`config.mk`:
```
export PLATFORM = sky130hd
export DESIGN_NAME = divsqrt_top
export DESIGN_NICKNAME = d
export VERILOG_FILES = /design/src/design/divsqrt_ctrl_pkg.sv /design/src/design/fp_format_pkg.sv /design/src/design/divsqrt_top.sv /design/src/design/divsqrt_round_pack.sv /design/src/design/divsqrt_iterate.sv /design/src/design/divsqrt_preprocess.sv /design/src/design/lead_one_detect.sv
export SDC_FILE = /design/constraint.sdc
export NUM_CORES = 1
export LEC_CHECK = 0
export BUFFER_PORTS_ARGS = -buffer_cell sky130_fd_sc_hd__buf_2
export CELL_PAD_IN_SITES_DETAIL_PLACEMENT = 1
export CELL_PAD_IN_SITES_GLOBAL_PLACEMENT = 2
export CORE_MARGIN = 4
export CORE_UTILIZATION = 43
export DETAILED_ROUTE_END_ITERATION = 10
export HOLD_SLACK_MARGIN = 0.02
export PLACE_DENSITY_LB_ADDON = 0.1
export SYNTH_ARGS = -nofsm -noshare
export SYNTH_HDL_FRONTEND = slang
export SYNTH_SLANG_ARGS = --single-unit
```
`constraint.sdc`:
```
create_clock -name Clk_CI -period 9.5 [get_ports Clk_CI]
set_input_delay 0.95 -clock Clk_CI [delete_from_list [all_inputs] [get_ports Clk_CI]]
set_output_delay 0.95 -clock Clk_CI [all_outputs]
set_load 0.02 [all_outputs]
```
`src/design/divsqrt_ctrl_pkg.sv`:
```
////////////////////////////////////////
// Divide and square-root control codes
// Operation select encoding
// Rounding-mode encoding
// Exception flag positions and width
////////////////////////////////////////

package divsqrt_ctrl_pkg;

   // Operation select
   typedef enum logic
   {
      OP_DIV  = 1'b0,
      OP_SQRT = 1'b1
   } divsqrt_op_e;

   // Rounding modes, unused codes round to nearest even
   typedef enum logic [2:0]
   {
      RM_RNE = 3'b000,
      RM_RTZ = 3'b001,
      RM_RDN = 3'b010,
      RM_RUP = 3'b011
   } rm_e;

   // Flag word layout
   localparam int C_FLAGS   = 5;
   localparam int C_FLAG_NV = 4;
   localparam int C_FLAG_DZ = 3;
   localparam int C_FLAG_OF = 2;
   localparam int C_FLAG_UF = 1;
   localparam int C_FLAG_NX = 0;

endpackage

```
`src/design/fp_format_pkg.sv`:
```
////////////////////////////////////////
// Binary32 format definitions
// Field widths and exponent bias
// Special exponent and mantissa codes
// Canonical quiet NaN word
// Length of the mantissa recurrence
////////////////////////////////////////

package fp_format_pkg;

   // Operand and field widths
   localparam int C_OP   = 32;
   localparam int C_EXP  = 8;
   localparam int C_MANT = 23;

   // Exponent bias
   localparam int C_BIAS = 127;

   ////////////////////////////////////////
   // Special field codes
   ////////////////////////////////////////

   // Zero and subnormal exponent
   localparam logic [C_EXP-1:0]  C_EXP_ZERO  = '0;
   // Infinity and NaN exponent
   localparam logic [C_EXP-1:0]  C_EXP_INF   = '1;
   localparam logic [C_MANT-1:0] C_MANT_ZERO = '0;

   // Every NaN result uses this word
   localparam logic [C_OP-1:0]   C_QNAN      = 32'h7fc0_0000;

   // Hidden bit, fraction, guard and round
   localparam int C_ITER = C_MANT + 3;

endpackage
```
`src/design/divsqrt_top.sv`:
```
////////////////////////////////////////
// Divide and square-root unit top
// Preprocess, iterate, round and pack
// chained by valid/ready handshakes
////////////////////////////////////////

`timescale 1ns/1ps

module divsqrt_top
   import fp_format_pkg::*;
   import divsqrt_ctrl_pkg::*;
(
   input  logic                Clk_CI,
   input  logic                Rst_RBI,
   // Requests
   input  logic                in_valid,
   output logic                in_ready,
   input  divsqrt_op_e         op,
   input  rm_e                 rm,
   input  logic [C_OP-1:0]     operand_a,
   input  logic [C_OP-1:0]     operand_b,
   // Results
   output logic                out_valid,
   input  logic                out_ready,
   output logic [C_OP-1:0]     result,
   output logic [C_FLAGS-1:0]  flags
);

   // Preprocess to iterate
   logic                    pre_valid, pre_ready, pre_sign_z, pre_special;
   divsqrt_op_e             pre_op;
   rm_e                     pre_rm;
   logic signed [C_EXP+1:0] pre_exp_a, pre_exp_b;
   logic [C_MANT:0]         pre_mant_a, pre_mant_b;
   logic                    pre_zero_a, pre_zero_b, pre_inf_a, pre_inf_b;
   logic                    pre_nan_a, pre_nan_b;

   // Iterate to round and pack
   logic                    it_valid, it_ready, it_sign, it_special, it_sticky;
   divsqrt_op_e             it_op;
   rm_e                     it_rm;
   logic signed [C_EXP+1:0] it_exp;
   logic [C_ITER-1:0]       it_mant;
   logic                    it_zero_a, it_zero_b, it_inf_a, it_inf_b;
   logic                    it_nan_a, it_nan_b;

   // Port names match the wires above
   divsqrt_preprocess preprocess_i (.*);

   divsqrt_iterate iterate_i (.*);

   divsqrt_round_pack round_pack_i (.*);

endmodule

```
`src/design/divsqrt_round_pack.sv`:
```
////////////////////////////////////////
// Third stage of the divide/sqrt unit
// Exponent rebias and rounding
// Overflow and flush-to-zero underflow
// Special results and exception flags
////////////////////////////////////////

`timescale 1ns/1ps

module divsqrt_round_pack
   import fp_format_pkg::*;
   import divsqrt_ctrl_pkg::*;
(
   input  logic                    Clk_CI,
   input  logic                    Rst_RBI,
   // From iterator
   input  logic                    it_valid,
   output logic                    it_ready,
   input  divsqrt_op_e             it_op,
   input  rm_e                     it_rm,
   input  logic                    it_sign,
   input  logic                    it_special,
   input  logic                    it_zero_a,
   input  logic                    it_zero_b,
   input  logic                    it_inf_a,
   input  logic                    it_inf_b,
   input  logic                    it_nan_a,
   input  logic                    it_nan_b,
   input  logic signed [C_EXP+1:0] it_exp,
   input  logic [C_ITER-1:0]       it_mant,
   input  logic                    it_sticky,
   // Result side
   output logic                    out_valid,
   input  logic                    out_ready,
   output logic [C_OP-1:0]         result,
   output logic [C_FLAGS-1:0]      flags
);

   localparam int C_EXPW = C_EXP + 2;
   localparam logic signed [C_EXPW-1:0] C_EXP_LIM = {2'b00, C_EXP_INF};

   logic                     is_div, inexact, round_up, ovf_to_inf;
   logic                     res_nan, res_inf, div_zero, overflow, underflow;
   logic [C_MANT+1:0]        mant_rnd;
   logic signed [C_EXPW-1:0] exp_biased, exp_final;
   logic [C_OP-1:0]          result_d;
   logic [C_FLAGS-1:0]       flags_d;

   ////////////////////////////////////////
   // Rounding
   ////////////////////////////////////////

   // Guard at bit 1, round at bit 0
   assign inexact = it_mant[1] | it_mant[0] | it_sticky;

   always_comb
   begin
      case (it_rm)
         RM_RTZ:  round_up = 1'b0;
         RM_RDN:  round_up = it_sign & inexact;
         RM_RUP:  round_up = ~it_sign & inexact;
         // Ties go to the even significand
         default: round_up = it_mant[1] & (it_mant[0] | it_sticky | it_mant[2]);
      endcase
   end

   assign mant_rnd   = {1'b0, it_mant[C_ITER-1:2]} + (C_MANT+2)'(round_up);
   assign exp_biased = it_exp + C_EXPW'(C_BIAS);
   // Carry out of the significand bumps the exponent
   assign exp_final  = exp_biased + C_EXPW'(mant_rnd[C_MANT+1]);
   assign overflow   = (exp_final >= C_EXP_LIM);
   assign underflow  = (exp_final <= 0);

   // Overflow saturates toward zero in the directed modes
   assign ovf_to_inf = (it_rm == RM_RTZ) ? 1'b0 :
                       (it_rm == RM_RDN) ? it_sign :
                       (it_rm == RM_RUP) ? ~it_sign : 1'b1;

   ////////////////////////////////////////
   // Special operands
   ////////////////////////////////////////

   assign is_div   = (it_op == OP_DIV);
   assign res_nan  = it_nan_a
                   | (is_div & (it_nan_b | (it_zero_a & it_zero_b) | (it_inf_a & it_inf_b)))
                   | (~is_div & it_sign & ~it_zero_a);
   assign res_inf  = is_div ? (it_inf_a | it_zero_b) : it_inf_a;
   assign div_zero = is_div & it_zero_b & ~it_zero_a & ~it_inf_a;

   always_comb
   begin
      flags_d = '0;
      if (res_nan)
      begin
         result_d            = C_QNAN;
         flags_d[C_FLAG_NV]  = 1'b1;
      end
      else if (it_special)
      begin
         result_d            = {it_sign, res_inf ? C_EXP_INF : C_EXP_ZERO, C_MANT_ZERO};
         flags_d[C_FLAG_DZ]  = div_zero;
      end
      else if (overflow)
      begin
         result_d            = ovf_to_inf ? {it_sign, C_EXP_INF, C_MANT_ZERO} :
                               {it_sign, C_EXP_INF - C_EXP'(1), ~C_MANT_ZERO};
         flags_d[C_FLAG_OF]  = 1'b1;
         flags_d[C_FLAG_NX]  = 1'b1;
      end
      else if (underflow)
      begin
         // No subnormal results, flush to signed zero
         result_d            = {it_sign, C_EXP_ZERO, C_MANT_ZERO};
         flags_d[C_FLAG_UF]  = 1'b1;
         flags_d[C_FLAG_NX]  = 1'b1;
      end
      else
      begin
         result_d            = {it_sign, exp_final[C_EXP-1:0], mant_rnd[C_MANT-1:0]};
         flags_d[C_FLAG_NX]  = inexact;
      end
   end

   ////////////////////////////////////////
   // Output register
   ////////////////////////////////////////

   assign it_ready = ~out_valid | out_ready;

   always_ff @(posedge Clk_CI or negedge Rst_RBI)
   begin
      if (!Rst_RBI)
      begin
         out_valid <= 1'b0;
      end
      else if (it_ready)
      begin
         out_valid <= it_valid;
      end
   end

   always_ff @(posedge Clk_CI)
   begin
      if (it_valid && it_ready)
      begin
         result <= result_d;
         flags  <= flags_d;
      end
   end

endmodule

```
`src/design/divsqrt_iterate.sv`:
```
////////////////////////////////////////
// Second stage of the divide/sqrt unit
// Restoring division, one bit per cycle
// Restoring digit-by-digit square root
// Exponent difference and halving
// Bypass for special operands
////////////////////////////////////////

`timescale 1ns/1ps

module divsqrt_iterate
   import fp_format_pkg::*;
   import divsqrt_ctrl_pkg::*;
(
   input  logic                    Clk_CI,
   input  logic                    Rst_RBI,
   // From preprocess
   input  logic                    pre_valid,
   output logic                    pre_ready,
   input  divsqrt_op_e             pre_op,
   input  rm_e                     pre_rm,
   input  logic                    pre_sign_z,
   input  logic signed [C_EXP+1:0] pre_exp_a,
   input  logic signed [C_EXP+1:0] pre_exp_b,
   input  logic [C_MANT:0]         pre_mant_a,
   input  logic [C_MANT:0]         pre_mant_b,
   input  logic                    pre_special,
   input  logic                    pre_zero_a,
   input  logic                    pre_zero_b,
   input  logic                    pre_inf_a,
   input  logic                    pre_inf_b,
   input  logic                    pre_nan_a,
   input  logic                    pre_nan_b,
   // To round and pack
   output logic                    it_valid,
   input  logic                    it_ready,
   output divsqrt_op_e             it_op,
   output rm_e                     it_rm,
   output logic                    it_sign,
   output logic                    it_special,
   output logic                    it_zero_a,
   output logic                    it_zero_b,
   output logic                    it_inf_a,
   output logic                    it_inf_b,
   output logic                    it_nan_a,
   output logic                    it_nan_b,
   output logic signed [C_EXP+1:0] it_exp,
   output logic [C_ITER-1:0]       it_mant,
   output logic                    it_sticky
);

   // Remainder must hold four times the partial root plus one
   localparam int C_REM = C_ITER + 3;
   localparam int C_RAD = 2 * C_ITER;
   localparam int C_CNT = $clog2(C_ITER);

   logic                    busy, accept, mant_a_small, bit_ge;
   logic [C_CNT-1:0]        cnt;
   logic [C_REM-1:0]        rem_q, rem_shift, trial, rem_sub, rem_next;
   logic [C_ITER-1:0]       quo_q;
   logic [C_RAD-1:0]        rad_q;
   logic [C_MANT:0]         divisor_q;
   logic [C_MANT+1:0]       dividend, radicand;
   logic signed [C_EXP+1:0] exp_div, exp_sqrt;

   assign accept    = pre_valid & pre_ready;
   assign pre_ready = ~busy & (~it_valid | it_ready);

   ////////////////////////////////////////
   // Operand setup
   ////////////////////////////////////////

   // Keep the quotient in [1,2)
   assign mant_a_small = (pre_mant_a < pre_mant_b);
   assign dividend     = mant_a_small ? {pre_mant_a, 1'b0} : {1'b0, pre_mant_a};
   assign exp_div      = pre_exp_a - pre_exp_b - (C_EXP+2)'(mant_a_small);

   // Odd exponent doubles the radicand, floor halving fixes the rest
   assign radicand = pre_exp_a[0] ? {pre_mant_a, 1'b0} : {1'b0, pre_mant_a};
   assign exp_sqrt = pre_exp_a >>> 1;

   ////////////////////////////////////////
   // One recurrence step
   ////////////////////////////////////////

   always_comb
   begin
      if (it_op == OP_SQRT)
      begin
         // Bring down two radicand bits, try 4q+1
         rem_shift = {rem_q[C_REM-3:0], rad_q[C_RAD-1 -: 2]};
         trial     = {1'b0, quo_q, 2'b01};
      end
      else
      begin
         rem_shift = rem_q;
         trial     = C_REM'(divisor_q);
      end
      bit_ge   = (rem_shift >= trial);
      rem_sub  = bit_ge ? rem_shift - trial : rem_shift;
      rem_next = (it_op == OP_SQRT) ? rem_sub : rem_sub << 1;
   end

   ////////////////////////////////////////
   // Control
   ////////////////////////////////////////

   always_ff @(posedge Clk_CI or negedge Rst_RBI)
   begin
      if (!Rst_RBI)
      begin
         busy     <= 1'b0;
         cnt      <= '0;
         it_valid <= 1'b0;
      end
      else if (accept)
      begin
         // Specials go out on the next cycle
         busy     <= ~pre_special;
         it_valid <= pre_special;
         cnt      <= C_CNT'(C_ITER - 1);
      end
      else if (busy)
      begin
         cnt <= cnt - 1'b1;
         if (cnt == '0)
         begin
            busy     <= 1'b0;
            it_valid <= 1'b1;
         end
      end
      else if (it_ready)
      begin
         it_valid <= 1'b0;
      end
   end

   // Datapath and item fields
   always_ff @(posedge Clk_CI)
   begin
      if (accept)
      begin
         it_op      <= pre_op;
         it_rm      <= pre_rm;
         it_sign    <= pre_sign_z;
         it_special <= pre_special;
         it_zero_a  <= pre_zero_a;
         it_zero_b  <= pre_zero_b;
         it_inf_a   <= pre_inf_a;
         it_inf_b   <= pre_inf_b;
         it_nan_a   <= pre_nan_a;
         it_nan_b   <= pre_nan_b;
         it_exp     <= (pre_op == OP_SQRT) ? exp_sqrt : exp_div;
         rem_q      <= (pre_op == OP_SQRT) ? '0 : C_REM'(dividend);
         rad_q      <= {radicand, {(C_RAD - C_MANT - 2){1'b0}}};
         divisor_q  <= pre_mant_b;
         quo_q      <= '0;
      end
      else if (busy)
      begin
         rem_q <= rem_next;
         rad_q <= rad_q << 2;
         quo_q <= {quo_q[C_ITER-2:0], bit_ge};
      end
   end

   assign it_mant   = quo_q;
   // Any remainder left means bits beyond round
   assign it_sticky = |rem_q;

endmodule

```
`src/design/divsqrt_preprocess.sv`:
```
////////////////////////////////////////
// First stage of the divide/sqrt unit
// Operand field split and classification
// Subnormal normalization via LOD
// Result sign and registered hand-off
////////////////////////////////////////

`timescale 1ns/1ps

module divsqrt_preprocess
   import fp_format_pkg::*;
   import divsqrt_ctrl_pkg::*;
(
   input  logic                    Clk_CI,
   input  logic                    Rst_RBI,
   // Request side
   input  logic                    in_valid,
   output logic                    in_ready,
   input  divsqrt_op_e             op,
   input  rm_e                     rm,
   input  logic [C_OP-1:0]         operand_a,
   input  logic [C_OP-1:0]         operand_b,
   // To iterator
   output logic                    pre_valid,
   input  logic                    pre_ready,
   output divsqrt_op_e             pre_op,
   output rm_e                     pre_rm,
   output logic                    pre_sign_z,
   output logic signed [C_EXP+1:0] pre_exp_a,
   output logic signed [C_EXP+1:0] pre_exp_b,
   output logic [C_MANT:0]         pre_mant_a,
   output logic [C_MANT:0]         pre_mant_b,
   output logic                    pre_special,
   output logic                    pre_zero_a,
   output logic                    pre_zero_b,
   output logic                    pre_inf_a,
   output logic                    pre_inf_b,
   output logic                    pre_nan_a,
   output logic                    pre_nan_b
);

   logic [C_EXP-1:0] exp_a, exp_b, exp_a_adj, exp_b_adj;
   logic [C_MANT:0]  mant_a, mant_b;
   logic [4:0]       lead_a, lead_b;
   logic             no_ones_a, no_ones_b;
   logic             is_sqrt, accept;
   logic             zero_a, zero_b, inf_a, inf_b, nan_a, nan_b;

   ////////////////////////////////////////
   // Field split and classes
   ////////////////////////////////////////

   assign exp_a  = operand_a[C_OP-2:C_MANT];
   assign exp_b  = operand_b[C_OP-2:C_MANT];
   // Hidden bit only for a non-zero exponent
   assign mant_a = {|exp_a, operand_a[C_MANT-1:0]};
   assign mant_b = {|exp_b, operand_b[C_MANT-1:0]};

   // Subnormals share the exponent of the smallest normal
   assign exp_a_adj = (exp_a == C_EXP_ZERO) ? C_EXP'(1) : exp_a;
   assign exp_b_adj = (exp_b == C_EXP_ZERO) ? C_EXP'(1) : exp_b;

   assign is_sqrt = (op == OP_SQRT);
   assign accept  = in_valid & in_ready;

   // Operand b is a don't-care for sqrt
   assign zero_a = no_ones_a;
   assign zero_b = no_ones_b & ~is_sqrt;
   assign inf_a  = (exp_a == C_EXP_INF) & (operand_a[C_MANT-1:0] == C_MANT_ZERO);
   assign inf_b  = (exp_b == C_EXP_INF) & (operand_b[C_MANT-1:0] == C_MANT_ZERO) & ~is_sqrt;
   assign nan_a  = (exp_a == C_EXP_INF) & (operand_a[C_MANT-1:0] != C_MANT_ZERO);
   assign nan_b  = (exp_b == C_EXP_INF) & (operand_b[C_MANT-1:0] != C_MANT_ZERO) & ~is_sqrt;

   lead_one_detect #(.VEC_LEN(C_MANT+1)) lod_a_i
   (
      .vec      (mant_a),
      .lead_pos (lead_a),
      .no_ones  (no_ones_a)
   );

   lead_one_detect #(.VEC_LEN(C_MANT+1)) lod_b_i
   (
      .vec      (mant_b),
      .lead_pos (lead_b),
      .no_ones  (no_ones_b)
   );

   ////////////////////////////////////////
   // Stage register
   ////////////////////////////////////////

   // Free when empty or when the held item moves on
   assign in_ready = ~pre_valid | pre_ready;

   always_ff @(posedge Clk_CI or negedge Rst_RBI)
   begin
      if (!Rst_RBI)
      begin
         pre_valid <= 1'b0;
      end
      else if (in_ready)
      begin
         pre_valid <= in_valid;
      end
   end

   always_ff @(posedge Clk_CI)
   begin
      if (accept)
      begin
         pre_op      <= op;
         pre_rm      <= rm;
         pre_sign_z  <= is_sqrt ? operand_a[C_OP-1] : operand_a[C_OP-1] ^ operand_b[C_OP-1];
         // Unbias, then correct for the normalizing shift
         pre_exp_a   <= (C_EXP+2)'(exp_a_adj) - (C_EXP+2)'(C_BIAS) - (C_EXP+2)'(lead_a);
         pre_exp_b   <= (C_EXP+2)'(exp_b_adj) - (C_EXP+2)'(C_BIAS) - (C_EXP+2)'(lead_b);
         pre_mant_a  <= mant_a << lead_a;
         pre_mant_b  <= mant_b << lead_b;
         pre_special <= zero_a | zero_b | inf_a | inf_b | nan_a | nan_b;
         pre_zero_a  <= zero_a;
         pre_zero_b  <= zero_b;
         pre_inf_a   <= inf_a;
         pre_inf_b   <= inf_b;
         pre_nan_a   <= nan_a;
         pre_nan_b   <= nan_b;
      end
   end

endmodule

```
`src/design/lead_one_detect.sv`:
```
////////////////////////////////////////
// Leading-one detector
// Counts zeros above the first one
// Flags an all-zero vector
////////////////////////////////////////

`timescale 1ns/1ps

module lead_one_detect
#(
   parameter int unsigned VEC_LEN = 24
)
(
   input  logic [VEC_LEN-1:0] vec,
   output logic [4:0]         lead_pos,
   output logic               no_ones
);

   // Priority scan, topmost one wins
   always_comb
   begin
      lead_pos = '0;
      no_ones  = 1'b1;
      for (int i = VEC_LEN - 1; i >= 0; i--)
      begin
         if (vec[i] && no_ones)
         begin
            lead_pos = 5'(VEC_LEN - 1 - i);
            no_ones  = 1'b0;
         end
      end
   end

endmodule

```
Yosys cells after proc, flatten, opt, wreduce, memory -nomap -nowiden. Index checks and enable logic that the tools add are counted.

Bits in registers: 252.

Equal/unequal tests: 6. Bitwise logic cells: 50. Reductions and logical operators: 63. Shifts and indexed selects: 2. Add/subtract/negate cells: 11. Mux-type cells: 133. $lt $le $gt $ge: 4.

Operators with widths (number): 5-bit 2-to-1 mux (46); 29-bit 2-to-1 mux (5); 52-bit 2-to-1 mux (2); 31-bit 2-to-1 mux (3); 25-bit 2-to-1 mux (3); 1-bit 2-to-1 mux (67); 24-bit by 5-bit left shift with 24-bit output (2); 1-bit logical AND (47); 23-bit zero test (2); 23-bit nonzero test (2); 29-bit greater-or-equal comparator (1); 29-bit OR reduction (1); 29-bit subtractor (1); 28-bit 2-to-1 mux (1); 24-bit by 1-bit adder with 25-bit output (1); 24-bit less-than comparator (1); 24-bit 2-to-1 mux (1); 8-bit 2-to-1 mux (3); 1-bit bitwise AND (21); 10-bit by 5-bit subtractor with 10-bit output (2); 8-bit by 7-bit subtractor with 9-bit output (second input constant) (2); 1-bit OR (17); 8-bit == test (second input constant) (2); 8-bit zero test (2); 21 further kinds (34).

Longest topological paths before layout.
Word-level depth: 54. Depth in mapped cells: 29. Gate-level depth less buffers: 26.

By module. Synthesis repeated with hierarchy kept, for this count alone.

Cells, all modules: 1856. Area total of the unflattened synthesis: 18285.0 µm².

By module, submodules not included: divsqrt_iterate (area an instance 9511.6 µm², instances 1, cells an instance 973); divsqrt_preprocess (area an instance 5611.6 µm², instances 1, cells an instance 529); divsqrt_round_pack (area an instance 2486.1 µm², instances 1, cells an instance 250); lead_one_detect (area an instance 337.8 µm², instances 2, cells an instance 52).

Worst setup path after synthesis. No wires, ideal clock.

Path kind: reg2reg. From: reg iterate_i.it_op. To: reg iterate_i.rem_q[21] (data pin). Stages on the path, launching flop included: 19. Data arrival time: 4.809 ns. Setup slack: 4.351 ns. Data required time: 9.159 ns. Period minus slack after synthesis: 5.149 ns. Library setup time: 0.341 ns. Cell sequence: edfxtp_1 -> clkbuf_1 -> clkbuf_1 -> buf_1 -> clkbuf_1 -> clkbuf_1 -> mux2i_1 -> ha_1 -> and4_1 -> and3_1 -> and3_1 -> a211o_1 -> o31ai_2 -> and2_1 -> clkbuf_1 -> clkbuf_1 -> nor3_1 -> a311oi_1 -> o22ai_1.

Word-level cells in the longest chain between the ends: 6.

Ends and longest elaborated chain: from (decl) (line divsqrt_iterate.sv:37) `output divsqrt_op_e it_op,`; from (signal assigned) (line divsqrt_iterate.sv:143) `it_op <= pre_op;`; 29-bit 2-to-1 mux or 28-bit 2-to-1 mux (tied branches) (line divsqrt_iterate.sv:88) `if (it_op == OP_SQRT)`; 29-bit subtractor or 29-bit greater-or-equal comparator (tied branches) (line divsqrt_iterate.sv:100, divsqrt_iterate.sv:99); 29-bit 2-to-1 mux (line divsqrt_iterate.sv:100) `rem_sub = bit_ge ? rem_shift - trial : rem_shift;`; 29-bit 2-to-1 mux * (line divsqrt_iterate.sv:101) `rem_next = (it_op == OP_SQRT) ? rem_sub : rem_sub << 1;`; 29-bit 2-to-1 mux * (line divsqrt_iterate.sv:159) `else if (busy)`; 29-bit 2-to-1 mux * (line divsqrt_iterate.sv:141) `if (accept)`; to (signal assigned) (line divsqrt_iterate.sv:154) `rem_q <= (pre_op == OP_SQRT) ? '0 : C_REM'(dividend);`; to (signal assigned) (line divsqrt_iterate.sv:161) `rem_q <= rem_next;`; to (decl) (line divsqrt_iterate.sv:59) `logic [C_REM-1:0] rem_q, rem_shift, trial, rem_sub, rem_next;`.

Every way passes the cells marked *; elsewhere a longest branch is shown, timed or not. The select of a mux whose other input is x is not followed. A chain may end at the register's enable or synchronous reset.

Worst setup path after layout.
From: reg iterate_i.rem_q[19]. To: reg round_pack_i.result[21] (data pin).

Word-level cells in the longest chain between the ends: 10.

Ends and longest elaborated chain: 29-bit OR reduction * (line divsqrt_iterate.sv:169) `assign it_sticky = |rem_q;`; 1-bit OR (2 in series) (line divsqrt_round_pack.sv:63) `default: round_up = it_mant[1] & (it_mant[0] | it_sticky | it_mant[2]);`; 1-bit bitwise AND (line divsqrt_round_pack.sv:63); 1-bit case mux with 3 select lines * (line divsqrt_round_pack.sv:58) `case (it_rm)`; 24-bit by 1-bit adder with 25-bit output * (line divsqrt_round_pack.sv:67) `assign mant_rnd = {1'b0, it_mant[C_ITER-1:2]} + (C_MANT+2)'(round_up);`; 10-bit by 1-bit adder with 10-bit output (line divsqrt_round_pack.sv:70) `assign exp_final = exp_biased + C_EXPW'(mant_rnd[C_MANT+1]);`; 10-bit by 1-bit less-or-equal comparator with 1-bit output (line divsqrt_round_pack.sv:72) `assign underflow = (exp_final <= 0);`; 31-bit 2-to-1 mux (line divsqrt_round_pack.sv:110) `else if (underflow)`; 31-bit 2-to-1 mux * (line divsqrt_round_pack.sv:103) `else if (overflow)`; to (signal assigned) (line divsqrt_round_pack.sv:146) `result <= result_d;`; to (decl) (line divsqrt_round_pack.sv:35) `output logic [C_OP-1:0] result,`.

Every way passes the cells marked *; elsewhere a longest branch is shown, timed or not.

==> impl_metrics.toml <==
[place]
dp_hpwl_mm = 42.9
place_area_mm2 = 0.0188
placed_cells = 2444
pre_cts_slack_ps = 2980
portBuffers = 110
globalplace.congestion = 0.862

[clock_network]
cts.htree.levels = 1
cts_setup_buffers = 0
clock_latency_ps = 570
clock-sinks = 252
cts_tree = "yes"
cts_resized = 0
cts-buffers-inserted = 28
cts_hold_buf = 0
clockBufferDepth = 3
cts-root-buf = "clkbuf_16"
clkTransAtPathRegs_ps = 60

[timing]
relSlewSlack = 0.126
fin_setup_tns_ps = 0
holdWs_ps = 236
setup_slack_ps = 2960
fmax_mhz = 153
finalHoldViolations = 0
finalCriticalPeriod_ps = 6540
setup_viol = 0
finalClockSkew_ps = 23.1
fin_crit_sh = 0.688
rsz0062_at_grt = "no"
worst_pin_slew_ps = 1310
final_max_slew_viol_count = 0

[synth]
async_flop_share = 0.0357
synthSimpleGateAreaFrac = 0.170
synth_top_area_frac = 0.365
syn-num-nets = 2029
synth_top_family_by_area = "simple AND/OR/NAND/NOR gates"
synth_edf_count = 217
synthMuxAreaShare = 0.111
syn-cell-area_mm2 = 0.0178
synth_xor_area_frac = 0.0393
yosysWarnings = 0
ys_types = 102
synthCells = 1870
synth_area_leaders = "edfxtp_1, mux2i_1, ha_1, nand2_1, a21oi_1"
synth_top_area_cell = "edfxtp_1"
ys_seq_elements = 252
ys_seq_area_frac = 0.407
synth_compound_area_frac = 0.165
synth_ff_type = "edfxtp_1"
syn_area_per_cell_um2 = 9.55
yosys.area_share.adder = 0.0636

[route]
routedWlPerCell_um = 22.5
drtIter0Drc = 1031
route.detailed.drc = 0
antenna_left = 0
dr.pass1.iters = 5
vias = 14700
viasPerCell = 5.89
totalWireLength_mm = 56.1

[floorplanning]
core_region_area_mm2 = 0.0409
chipHeight_um = 212
num_rows = 74
start_util = 0.436
die_w_um = 212
ios = 111
die_area_mm2 = 0.0448

[critical_path]
crit_slowest_cell = "nand2b_1"
end_kind = "flip-flop"
critical_path_arrival_ps = 6810
critical-path-max-stage-delay_ps = 640
path_class = "reg -> reg"
critPathTopFamily = "simple AND/OR/NAND/NOR gates"
path_max_fanout = 25
critPathLaunchType = "flip-flop"
path_common_cell = "ha_1"
crit_buf_inv = 2
required_ps = 9770

[final_layout]
fin_area_mm2 = 0.0197
nFillCells = 4701
ff_latch_area_mm2 = 0.00726
drive_gt1_frac = 0.131
instances_no_fill = 2497
final_util = 0.482
multi_input_area_mm2 = 0.00982
area_growth_pct = 10.4
fin_nets = 2101

[hold_path]
min_path_type = "in -> async"

[global_route]
grt_pass1_wl_mm = 87.6
globalRoute.totalOverflow = 0
grt_start_max_net_pins = 91
antenna_found_initial = 1
grt_usage = 0.245
grt_pass1_vias = 15200

[status]
status = "finished clean"

[pwr]
power.leakage_nw = 7.88
power.total_mw = 6.06
peakVddDrop_v = 0.000137
cellPowerDensity_mw_per_mm2 = 307

[job]
cap_violations = 0
-- metal layers --
metal  track usage  wire (µm)  vias to the layer above
li1              -          -                     7057
met1         0.331      25100                     7289
met2         0.426      27600                      278
met3        0.0194       1880                       79
met4        0.0644       1550                        2
met5             0         13                        -
-- flip-flops by register name (all words and copies together) (netlist names), 3 cells and up --
register and cells:
round_pack_i.result 32, iterate_i.rem_q 29, iterate_i.it_mant 26, iterate_i.rad_q 25
iterate_i.divisor_q 24, preprocess_i.pre_mant_a 24, preprocess_i.pre_mant_b 24, iterate_i.it_exp 10
preprocess_i.pre_exp_a 10, preprocess_i.pre_exp_b 10, iterate_i.cnt 5, round_pack_i.flags 5
iterate_i.it_rm 3, preprocess_i.pre_rm 3
-- power by group --
| part | switching [mW] | internal (mW) |
|---|---|---|
| clock | 0.451 | 0.591 |
| combinational | 1.84 | 1.18 |
| sequential | 0.281 | 1.71 |
| total | 2.58 | 3.48 |
-- worst paths after layout --
kind / from / end / slack [ps] / cells past startpoint
min reg2reg: preprocess_i.pre_zero_b / iterate_i.it_zero_b / 420 / 0
min in group Clk_CI: preprocess_i.pre_zero_b / iterate_i.it_zero_b / 420 / 0
max reg2reg: iterate_i.rem_q[19] / round_pack_i.result[21] / 2960 / 27
max: iterate_i.rem_q[19] / round_pack_i.result[21] / 2960 / 27
min: Rst_RBI / iterate_i.cnt[0] / 240 / 1
max in group asynchronous: Rst_RBI / iterate_i.cnt[3] / 9060 / 1
-- kinds of logic (layout without fill, tap and decap cells) --
logic type / after synthesis / count (layout)
compound gates: 450 / 450
mux: 187 / 187
buf+inv: 192 / 286
fa+ha+maj: 88 / 88
xor+xnor: 80 / 80
flops: 252 / 252
simple gates: 621 / 621
other cells: 0 / 1
-- placed cells by master, fill, tap and decap left out, drive strengths merged, types with 28 or more instances in the layout --
| master | netlist | routed |
|---|---|---|
| nand2 | 242 | 242 |
| edfxtp | 217 | 217 |
| buf | 21 | 127 |
| nor2 | 114 | 114 |
| nand3 | 43 | 43 |
| inv | 106 | 106 |
| xnor2 | 53 | 53 |
| nor3 | 28 | 28 |
| mux2i | 140 | 140 |
| mux2 | 42 | 42 |
| ha | 82 | 82 |
| o21ai | 117 | 117 |
| clkbuf | 64 | 40 |
| nor4 | 32 | 32 |
| a21oi | 113 | 113 |
-- cell usage after synthesis, drive strengths merged (6+ instances only) --
master    n
nand2   242
edfxtp  217
mux2i   140
o21ai   117
nor2    114
a21oi   113
inv     106
ha       82
clkbuf   64
xnor2    53
nand3    43
mux2     42
nor4     32
nor3     28
a21o     27
xor2     27
dfxtp    26
nand2b   24
nor2b    23
or3      22
buf      21
nand4    21
and2     19
a211oi   18
a31oi    18
and3     17
o21a     13
o21bai   13
o22ai    13
o31ai    13
a21boi   10
a22oi     9
dfrtp     9
a211o     8
o211ai    8
or2       8
or4       7
a221oi    6
and4      6
o211a     6
o221ai    6
o31a      6
-- cell type report --
class | count | share of cell area
multi-input combinational | 1426 | 0.498
antenna | 1 | 0.000127
sequential | 252 | 0.368
clock inverter | 12 | 0.00565
timing repair buffer | 127 | 0.0344
tap | 532 | 0.0338
inverter | 107 | 0.0204
clock buffer | 40 | 0.0388
Power figures use the tool's default switching activity.
